File: config.mk
export PLATFORM = sky130hd
export DESIGN_NAME = cpu_if_top
export DESIGN_NICKNAME = d
export VERILOG_FILES = /design/src/rtl/cpu_if_pkg.sv /design/src/rtl/alarm_timer.sv /design/src/rtl/cpu_if_top.sv /design/src/rtl/if_sequencer.sv /design/src/rtl/ifctl.sv
export SDC_FILE = /design/constraint.sdc
export NUM_CORES = 1
export LEC_CHECK = 0
export ABC_CLOCK_PERIOD_IN_PS = 4990
export BUFFER_PORTS_ARGS = -buffer_cell sky130_fd_sc_hd__buf_2
export CORE_ASPECT_RATIO = 1.5
export CORE_UTILIZATION = 35
export DETAILED_ROUTE_END_ITERATION = 10
export PLACE_DENSITY = 0.52
export SYNTH_ARGS = -nofsm -noshare
export SYNTH_HDL_FRONTEND = slang
export SYNTH_SLANG_ARGS = --single-unit
File: constraint.sdc
create_clock -name __clk -period 4.99 [get_ports __clk]
set_clock_uncertainty 0.2 [all_clocks]
set_input_delay 1.497 -clock __clk [delete_from_list [all_inputs] [get_ports __clk]]
set_output_delay 1.497 -clock __clk [all_outputs]
set_load 0.03 [all_outputs]
File: src/rtl/cpu_if_pkg.sv
package cpu_if_pkg;

	// kind of memory access the CPU asks the interface for
	// the two rmw kinds keep the bus claimed between their read and their write
	typedef enum logic [1:0] {
		op_read = 2'd0,
		op_write = 2'd1,
		op_rmw = 2'd2,
		op_cond_rmw = 2'd3
	} access_op_t;

	// states of the sequencer that stands in for the CPU timing states
	// st_gap only appears between the read and the write of an atomic pair
	typedef enum logic [2:0] {
		st_idle = 3'd0,
		st_request = 3'd1,
		st_wait = 3'd2,
		st_release = 3'd3,
		st_gap = 3'd4
	} seq_state_t;

	// cycles the bus may stay silent with a pending request before the alarm fires
	localparam int default_alarm_dly_ticks = 8;

	// width of the alarm pulse in cycles
	localparam int default_alarm_ticks = 4;

	// true for the opcodes that do a read and then a write in one bus claim
	// the conditional one may still drop its write after the read
	function automatic logic is_atomic(access_op_t op);
		return (op == op_rmw) || (op == op_cond_rmw);
	endfunction

endpackage

File: src/rtl/alarm_timer.sv
`timescale 1ns/1ns

// delay followed by a one-shot
// once trigger has been high for dly_ticks cycles a pulse of pulse_ticks cycles follows
module alarm_timer #(
	parameter int dly_ticks = cpu_if_pkg::default_alarm_dly_ticks,
	parameter int pulse_ticks = cpu_if_pkg::default_alarm_ticks
) (
	input logic __clk,
	input logic reset,
	input logic trigger,
	output logic pulse
);

	localparam int dly_w = $clog2(dly_ticks + 1);
	localparam int pulse_w = $clog2(pulse_ticks + 1);

	logic [dly_w-1:0] dly_cnt;
	logic [pulse_w-1:0] pulse_cnt;

	// the timer has fired for this trigger level
	logic fired;

	// delay part
	// counts while trigger stays high and starts over as soon as it drops
	always_ff @(posedge __clk) begin
		if (reset) begin
			dly_cnt <= '0;
			fired <= 1'b0;
		end else if (!trigger) begin
			dly_cnt <= '0;
			fired <= 1'b0;
		end else if (!fired) begin
			if (dly_cnt == dly_w'(dly_ticks))
				fired <= 1'b1;
			else
				dly_cnt <= dly_cnt + 1'b1;
		end
	end

	// one-shot part
	// it is loaded in the same cycle the delay runs out and then counts down to zero
	// the pulse keeps its width even if trigger drops in the middle
	always_ff @(posedge __clk) begin
		if (reset)
			pulse_cnt <= '0;
		else if (trigger && !fired && (dly_cnt == dly_w'(dly_ticks)))
			pulse_cnt <= pulse_w'(pulse_ticks);
		else if (pulse_cnt != '0)
			pulse_cnt <= pulse_cnt - 1'b1;
	end

	assign pulse = (pulse_cnt != '0);

endmodule

File: src/rtl/cpu_if_top.sv
`timescale 1ns/1ns

// CPU side of the bus handshake
// the sequencer drives the interface control, which talks to the bus through zg, ren and rok
module cpu_if_top #(
	parameter int alarm_dly_ticks = cpu_if_pkg::default_alarm_dly_ticks,
	parameter int alarm_ticks = cpu_if_pkg::default_alarm_ticks
) (
	input logic __clk,
	input logic reset,
	input logic start,
	input logic skip_write,
	input logic ren,
	input logic rok,
	input cpu_if_pkg::access_op_t op,
	output logic zg,
	output logic zwzg,
	output logic ok,
	output logic talarm,
	output logic busy,
	output logic done,
	output logic write_phase,
	output cpu_if_pkg::seq_state_t state
);

	// strobes and levels from the sequencer into the interface control
	logic zgi_set;
	logic gotst1;
	logic zgi_j;
	logic ifhold_j;
	logic ifhold_reset;
	logic zw;

	if_sequencer u_if_sequencer (
		.__clk(__clk),
		.reset(reset),
		.start(start),
		.skip_write(skip_write),
		.ok(ok),
		.op(op),
		.zgi_set(zgi_set),
		.gotst1(gotst1),
		.zgi_j(zgi_j),
		.ifhold_j(ifhold_j),
		.ifhold_reset(ifhold_reset),
		.zw(zw),
		.busy(busy),
		.done(done),
		.write_phase(write_phase),
		.state(state)
	);

	// the alarm timing is handed down to the timer inside ifctl
	ifctl #(
		.alarm_dly_ticks(alarm_dly_ticks),
		.alarm_ticks(alarm_ticks)
	) u_ifctl (
		.__clk(__clk),
		.reset(reset),
		.gotst1(gotst1),
		.zgi_j(zgi_j),
		.zgi_set(zgi_set),
		.ifhold_j(ifhold_j),
		.ifhold_reset(ifhold_reset),
		.zw(zw),
		.ren(ren),
		.rok(rok),
		.ok(ok),
		.zg(zg),
		.zwzg(zwzg),
		.talarm(talarm)
	);

endmodule

File: src/rtl/if_sequencer.sv
`timescale 1ns/1ns

// small FSM that plays the part of the CPU timing states around a bus access
// one start pulse with an opcode becomes the strobes and levels that ifctl expects
module if_sequencer (
	input logic __clk,
	input logic reset,
	input logic start,
	input logic skip_write,
	input logic ok,
	input cpu_if_pkg::access_op_t op,
	output logic zgi_set,
	output logic gotst1,
	output logic zgi_j,
	output logic ifhold_j,
	output logic ifhold_reset,
	output logic zw,
	output logic busy,
	output logic done,
	output logic write_phase,
	output cpu_if_pkg::seq_state_t state
);

	cpu_if_pkg::seq_state_t state_next;

	// opcode captured at start so the caller may change op while we run
	cpu_if_pkg::access_op_t op_q;

	// set once the read half of an atomic pair is over and the write is running
	logic write_half;

	// the last cycle of release, when ok has just dropped
	logic release_end;

	// we are in the read half of a read-modify-write
	logic atomic_read;

	// the conditional rmw asks to skip its write
	logic skip_now;

	// the current access is followed by the write of the pair
	logic to_write;

	assign release_end = (state == cpu_if_pkg::st_release) && !ok;
	assign atomic_read = cpu_if_pkg::is_atomic(op_q) && !write_half;
	assign skip_now = (op_q == cpu_if_pkg::op_cond_rmw) && skip_write;
	assign to_write = atomic_read && !skip_now;

	// next state logic
	always_comb begin
		state_next = state;
		case (state)
			cpu_if_pkg::st_idle: begin
				// a start while busy never gets here, so it is simply dropped
				if (start)
					state_next = cpu_if_pkg::st_request;
			end
			cpu_if_pkg::st_request: begin
				state_next = cpu_if_pkg::st_wait;
			end
			cpu_if_pkg::st_wait: begin
				// a slow bus just keeps us here longer
				if (ok)
					state_next = cpu_if_pkg::st_release;
			end
			cpu_if_pkg::st_release: begin
				// ok falls once the request register has been cleared by gotst1
				if (!ok)
					state_next = to_write ? cpu_if_pkg::st_gap : cpu_if_pkg::st_idle;
			end
			cpu_if_pkg::st_gap: begin
				// the new request is raised here, ifhold keeps the bus claimed meanwhile
				state_next = cpu_if_pkg::st_wait;
			end
			default: begin
				state_next = cpu_if_pkg::st_idle;
			end
		endcase
	end

	always_ff @(posedge __clk) begin
		if (reset) begin
			state <= cpu_if_pkg::st_idle;
			op_q <= cpu_if_pkg::op_read;
			write_half <= 1'b0;
			gotst1 <= 1'b0;
		end else begin
			state <= state_next;
			// gotst1 comes one cycle after ok is seen, as a single strobe
			gotst1 <= (state == cpu_if_pkg::st_wait) && ok;
			if ((state == cpu_if_pkg::st_idle) && start) begin
				op_q <= op;
				write_half <= 1'b0;
			end else if (release_end && to_write) begin
				write_half <= 1'b1;
			end
		end
	end

	// the request is begun in request and again in gap for the write of a pair
	assign zgi_set = (state == cpu_if_pkg::st_request) || (state == cpu_if_pkg::st_gap);

	// gotst1 only arrives in release, where the toggle clears the set request register
	assign zgi_j = (state == cpu_if_pkg::st_release);

	// hold the interface through the read half of an atomic pair
	assign ifhold_j = busy && atomic_read;

	// a conditional rmw that skips its write gives the bus back right after the read
	assign ifhold_reset = release_end && atomic_read && skip_now;

	// the CPU wants the interface for as long as an operation is running
	assign zw = (state != cpu_if_pkg::st_idle);

	assign busy = (state != cpu_if_pkg::st_idle);

	// done marks the end of the last access of the operation
	assign done = release_end && !to_write;

	// a write-only access or the second half of a pair
	assign write_phase = busy && ((op_q == cpu_if_pkg::op_write) || write_half);

endmodule

File: src/rtl/ifctl.sv
`timescale 1ns/1ns

// interface control of the CPU
// keeps the bus request, the atomic hold and the end-of-access flag ok
module ifctl #(
	parameter int alarm_dly_ticks = cpu_if_pkg::default_alarm_dly_ticks,
	parameter int alarm_ticks = cpu_if_pkg::default_alarm_ticks
) (
	input logic __clk,
	input logic reset,
	input logic gotst1,
	input logic zgi_j,
	input logic zgi_set,
	input logic ifhold_j,
	input logic ifhold_reset,
	input logic zw,
	input logic ren,
	input logic rok,
	output logic ok,
	output logic zg,
	output logic zwzg,
	output logic talarm
);

	logic zgi;
	logic ifhold;

	// any answer from the bus, or our own alarm, ends the access
	logic resp;
	logic resp_q;
	logic resp_fall;

	// zwzg as it was in the previous cycle, this is what ok samples
	logic zwzg_q;

	logic ok_q;
	logic ok_rise;

	// request pending with no end of access yet
	logic alarm;

	assign resp = ren | rok | talarm;
	assign resp_fall = resp_q & ~resp;
	assign ok_rise = ok & ~ok_q;

	always_ff @(posedge __clk) begin
		if (reset) begin
			resp_q <= 1'b0;
			zwzg_q <= 1'b0;
			ok_q <= 1'b0;
		end else begin
			resp_q <= resp;
			zwzg_q <= zwzg;
			ok_q <= ok;
		end
	end

	// request register
	// gotst1 wins over zgi_set, with zgi_j high it toggles and otherwise clears
	always_ff @(posedge __clk) begin
		if (reset)
			zgi <= 1'b0;
		else if (gotst1)
			zgi <= zgi_j ? ~zgi : 1'b0;
		else if (zgi_set)
			zgi <= 1'b1;
	end

	// end of access is latched when the answer goes away while we were asking
	// it is released the cycle after the request register has dropped
	always_ff @(posedge __clk) begin
		if (reset)
			ok <= 1'b0;
		else if (!zgi)
			ok <= 1'b0;
		else if (resp_fall && zwzg_q)
			ok <= 1'b1;
	end

	// hold register for read-modify-write
	// it works as a JK stage with k tied to its own output, clocked when ok rises
	// this sets it before zgi drops, so zg stays up between the read and the write
	always_ff @(posedge __clk) begin
		if (reset || ifhold_reset)
			ifhold <= 1'b0;
		else if (ok_rise)
			ifhold <= ifhold_j & ~ifhold;
	end

	assign zwzg = zgi & zw;

	// zg stays up while the answer is still high, and across an atomic pair
	assign zg = zgi | ifhold | (zw & resp);

	assign alarm = zwzg & ~ok;

	alarm_timer #(
		.dly_ticks(alarm_dly_ticks),
		.pulse_ticks(alarm_ticks)
	) u_alarm_timer (
		.__clk(__clk),
		.reset(reset),
		.trigger(alarm),
		.pulse(talarm)
	);

endmodule
# Word level (Yosys, flattened, before mapping)

Index checks and enable logic that the tools add are counted.
W data, S select, Z words.

Register bits after elaboration: 21
Bits in latches: 0
Bits in writable memories: 0
Memory bits (read-only): 0
Input bits: 8
Output and inout bits: 10
Memories kept: 0

Add/sub/neg operators: 2
$mul: 0
Divide/modulo/power cells: 0
Magnitude comparators: 0
Equality and inequality tests: 11
Shift-type cells: 0
Mux-type cells: 12
Bitwise logic cells: 18
Reductions and logical operators: 36

Operator list:

| cell                  | count |
|---|---|
| $mux W3               | 6 |
| $logic_and A1 B1 Y1   | 15 |
| $pmux W3 S4           | 1 |
| $reduce_or A2 Y1      | 5 |
| $not A1 Y1            | 8 |
| $and A1 B1 Y1         | 6 |
| $eq A3 B2 Y1 const B  | 2 |
| $reduce_bool A3 Y1    | 2 |
| $logic_not A1 Y1      | 5 |
| $mux W1               | 5 |
| $add A4 B1 Y4 const B | 1 |
| $eq A2 B2 Y1 const B  | 2 |
| $eq A4 B4 Y1 const B  | 1 |
| $logic_or A1 B1 Y1    | 4 |
| $ne A2 B2 Y1 const B  | 2 |
| $or A1 B1 Y1          | 4 |
| $reduce_bool A2 Y1    | 2 |
| $eq A3 B1 Y1 const B  | 1 |
| $eq A3 B3 Y1 const B  | 1 |
| $logic_not A3 Y1      | 1 |
| $reduce_and A3 Y1     | 1 |
| $sub A3 B1 Y3 const B | 1 |
| $eq A2 B1 Y1 const B  | 1 |
| $ne A2 B1 Y1 const B  | 1 |
| $reduce_and A2 Y1     | 1 |

# Logic depth before layout (Yosys ltp)

Depth after elaboration: 7
Mapped depth: 7

# By module

A second synthesis with hierarchy kept.

Cell total of the unflattened synthesis: 114
Area total of the unflattened synthesis: 1,027.2 um2

By module, submodules not included:

| module       | instances | cells an instance | area an instance (um2) |
|---|---|---|---|
| alarm_timer  | 1         | 45                | 406.6 |
| if_sequencer | 1         | 43                | 382.9 |
| ifctl        | 1         | 26                | 237.7 |

# Least setup slack after synthesis

Ideal clock, no wire load.

Path kind: in2out
Start: input skip_write
End: output done
Arrival: 2.305 ns
Required time: 3.293 ns
Setup slack: 0.988 ns
Stages on the path: 2
Cells stage by stage: nand2_1 -> a21boi_0

Longest elaborated chain between the ends: 5

Ends and longest elaborated chain:

| item                | line                | source |
|---|---|---|
| start, declared     | cpu_if_top.sv:12    | `input logic skip_write,` |
| $logic_and A1 B1 Y1 | if_sequencer.sv:46  | `assign skip_now = (op_q == cpu_if_pkg::op_cond_rmw) && skip_write;` |
| $logic_not A1 Y1    | if_sequencer.sv:47  | `assign to_write = atomic_read && !skip_now;` |
| $logic_and A1 B1 Y1 | if_sequencer.sv:47  |  |
| $logic_not A1 Y1    | if_sequencer.sv:118 | `assign done = release_end && !to_write;` |
| $logic_and A1 B1 Y1 | if_sequencer.sv:118 |  |
| end, declared       | cpu_if_top.sv:21    | `output logic done,` |

Every way passes these cells.

# Worst setup path after layout

Start: input rok
End: output zg

Longest elaborated chain between the ends: 4

Ends and longest elaborated chain:

| item                       | line             | source |
|---|---|---|
| start, declared            | cpu_if_top.sv:14 | `input logic rok,` |
| $or A1 B1 Y1 (2 in series) | ifctl.sv:42      | `assign resp = ren \| rok \| talarm;` |
| $and A1 B1 Y1              | ifctl.sv:93      | `assign zg = zgi \| ifhold \| (zw & resp);` |
| $or A1 B1 Y1               | ifctl.sv:93      |  |
| end, declared              | cpu_if_top.sv:16 | `output logic zg,` |

Every way passes these cells.

==> results.toml <==
[floorplan]
rows = 23
die_w_um = 45.4
die_area_um2 = 3040
io_pins = 18
initial_utilization_pct = 36.9
core_um2 = 2680
chipHeight_um = 67.1

[outcome]
outcome = "finished clean"

[timing]
finalCritPeriodShare_pct = 78.4
report.final.setup_viol = 0
hold_slack_ps = 296
drv_slew = 0
fmax_mhz = 256
tns_ps = 0
rsz0062_at_grt = "no"
tightestPinTransition_ps = 527
hold_viol_final = 0
final.setup.worst_slack_ps = 1080
slew_headroom_pct = 64.6
fin_crit_ps = 3910

[worst_hold_path]
hp-class = "register to register"

[placement]
place_ws_ps = 1050
portBuffers = 17
hpwl_um = 1400
gp_congestion = 0.677

[synth]
yosys.area.top_type = "dfxtp_1"
synth_fp_nets = 125
yosys.area_share.simple_pct = 26.6
synth_warnings = 0
synth.top_cell.area_share_pct = 42.5
synth-compound-area-share_pct = 14.9
ys_types = 35
synth_top_family_by_area = "simple AND/OR/NAND/NOR gates"
ys_top_cells_by_count = "dfxtp_1 (21), nor2_1 (13), inv_1 (12), a21oi_1 (8)"
async_flop_share_pct = 0
synthesis.instances = 112
ys_top_cells_by_area = "dfxtp_1 (43%), ha_1 (6.3%), nor2_1 (4.9%), inv_1 (4.6%), a21oi_1 (4.1%)"
synth_area_um2 = 988
ys_seq_area_share_pct = 42.5
ys.flop_type = "dfxtp_1"
synth.area.mux_share_pct = 2.03
synth_xor_area_share_pct = 1.77
synth-seq-cells = 21
synth_fa_ha_area_share_pct = 6.33
synth_edf_count = 0
yosysMostFrequentCell = "dfxtp_1"
avgSynthCellArea_um2 = 8.83

[clocking]
clock_latency_ps = 260
cts_max_path_buffers = 2
root_buffer = "clkbuf_8"
cts_tree = "done"
cts_hold_buf = 0
post_cts_buffers = 0
cts_sinks = 21
htree_levels = 1
cts.clk_slew.worst_paths_ps = 80
cts_buffers = 3
cts_resized = 0

[detailed_routing]
drc = 0
drt-initial-drc-count = 17
vias = 803
wl_per_cell_um = 11.1
antenna_left = 0
routed_wl_um = 1850
drt_first_pass_iters = 4
vias_per_cell = 4.81

[pwr]
total_power_w = 0.000424
power_leakage_nw = 0.482
ir_drop_mv = 0.213
power.density_nw_per_um2 = 368

[layout]
num_antenna_cells = 0
syn_to_final_growth_pct = 16.6
seq_area_um2 = 420
fillCellCount = 280
multi_input_area_um2 = 510
drive_gt1_share_pct = 19.2
layout.nets = 144

[global_route]
grt_pass1_vias = 784
grt_max_degree = 17
grt_antenna_before_repair = 0
gr-total-overflow = 0
grt_use_total_pct = 15.2
grt_pass1_wl_um = 3320

[setup_path]
cp.arrival_ps = 2210
critPathKind = "input pin to output port"
start_kind = "input pin"
critPathCaptureType = "output port"
path_max_fanout = 3
cp.required_ps = 3290
r2r_slack_ps = 3230

[job]
cap_violations = 0
[logic make-up after synthesis]
logic type                 Yosys count
AOI/OAI and AO/OA                   23
xor gates and xnor gates             2
adders and majority gates            5
buffers and inverters               15
DFF                                 21
muxes                                2
and+or+nand+nor                     44
[placed cells by master (no fill, tap or decap), drive strengths merged, types with 3 or more instances in the layout]
cell     n
dfxtp   21
buf     17
nor2    13
inv     12
a21oi    8
o21ai    5
ha       5
nor3     5
clkbuf   4
nor2b    3
nand2    3
nor3b    3
a31oi    3
nand2b   3
nand3    3
[path summary, 6_finish.rpt]
kind,from,to,depth (start not counted)
setup / recovery,rok,zg,4
setup reg to reg,u_ifctl.u_alarm_timer.pulse_cnt[0]$_SDFFE_PP0P_,u_ifctl.ok$_SDFFE_PP0P_,6
hold reg to reg,u_ifctl.ifhold$_SDFFE_PP0P_,u_ifctl.ifhold$_SDFFE_PP0P_,2
hold / removal,u_ifctl.ifhold$_SDFFE_PP0P_,u_ifctl.ifhold$_SDFFE_PP0P_,2
[area by class of cell]
cell class	count	share of cell area [%]
inverters	12	3.91
multi-input cells	76	44.3
clock buffers	4	3.91
flip-flops and latches	21	36.5
repair buffers	17	7.38
well taps	37	4.02
[per-stage QoR]
step	util [%]	instance area (µm²)	cells
floorplan	-	988	112
global placement	41.4	1110	163
detailed placement	41.4	1110	163
CTS	43.1	1150	167
global route	43.1	1150	167
finish	43.1	1150	167
[registers in the layout, indices dropped and copies added, names as in the netlist]
name,cells
u_ifctl.u_alarm_timer.fired,1
u_if_sequencer.state,3
u_ifctl.zgi,1
u_if_sequencer.gotst1,1
u_if_sequencer.op_q,2
u_ifctl.resp_q,1
u_ifctl.zwzg_q,1
u_ifctl.ok_q,1
u_ifctl.u_alarm_timer.dly_cnt,4
u_ifctl.ifhold,1
u_if_sequencer.write_half,1
u_ifctl.u_alarm_timer.pulse_cnt,3
u_ifctl.ok,1
[power by group]
group	internal (W)	switching [W]	leakage [nW]	total [W]
Sequential	0.000183	0.0000114	0.171	0.000194
Clock	0.0000569	0.0000543	0.0228	0.000111
Combinational	0.0000465	0.0000716	0.288	0.000118
Total	0.000286	0.000137	0.482	0.000424
[worst max-delay path, cell delays in order]
cell and delay (ps):
buf_2 90, nor3b_1 320, o21ai_0 120, buf_2 190
[metal layers]
layer  wire [µm]  up-vias  global-route usage [%]  part of all wire (%)
met2         941       13                    25.7                    51
li1            -      422                       -                     -
met1         811      362                    17.1                    44
met3          48        6                    2.44                   2.6
met5           0        -                       0                     0
met4          48        0                    9.09                   2.6
Note: power is estimated with default switching activity, not from simulation.
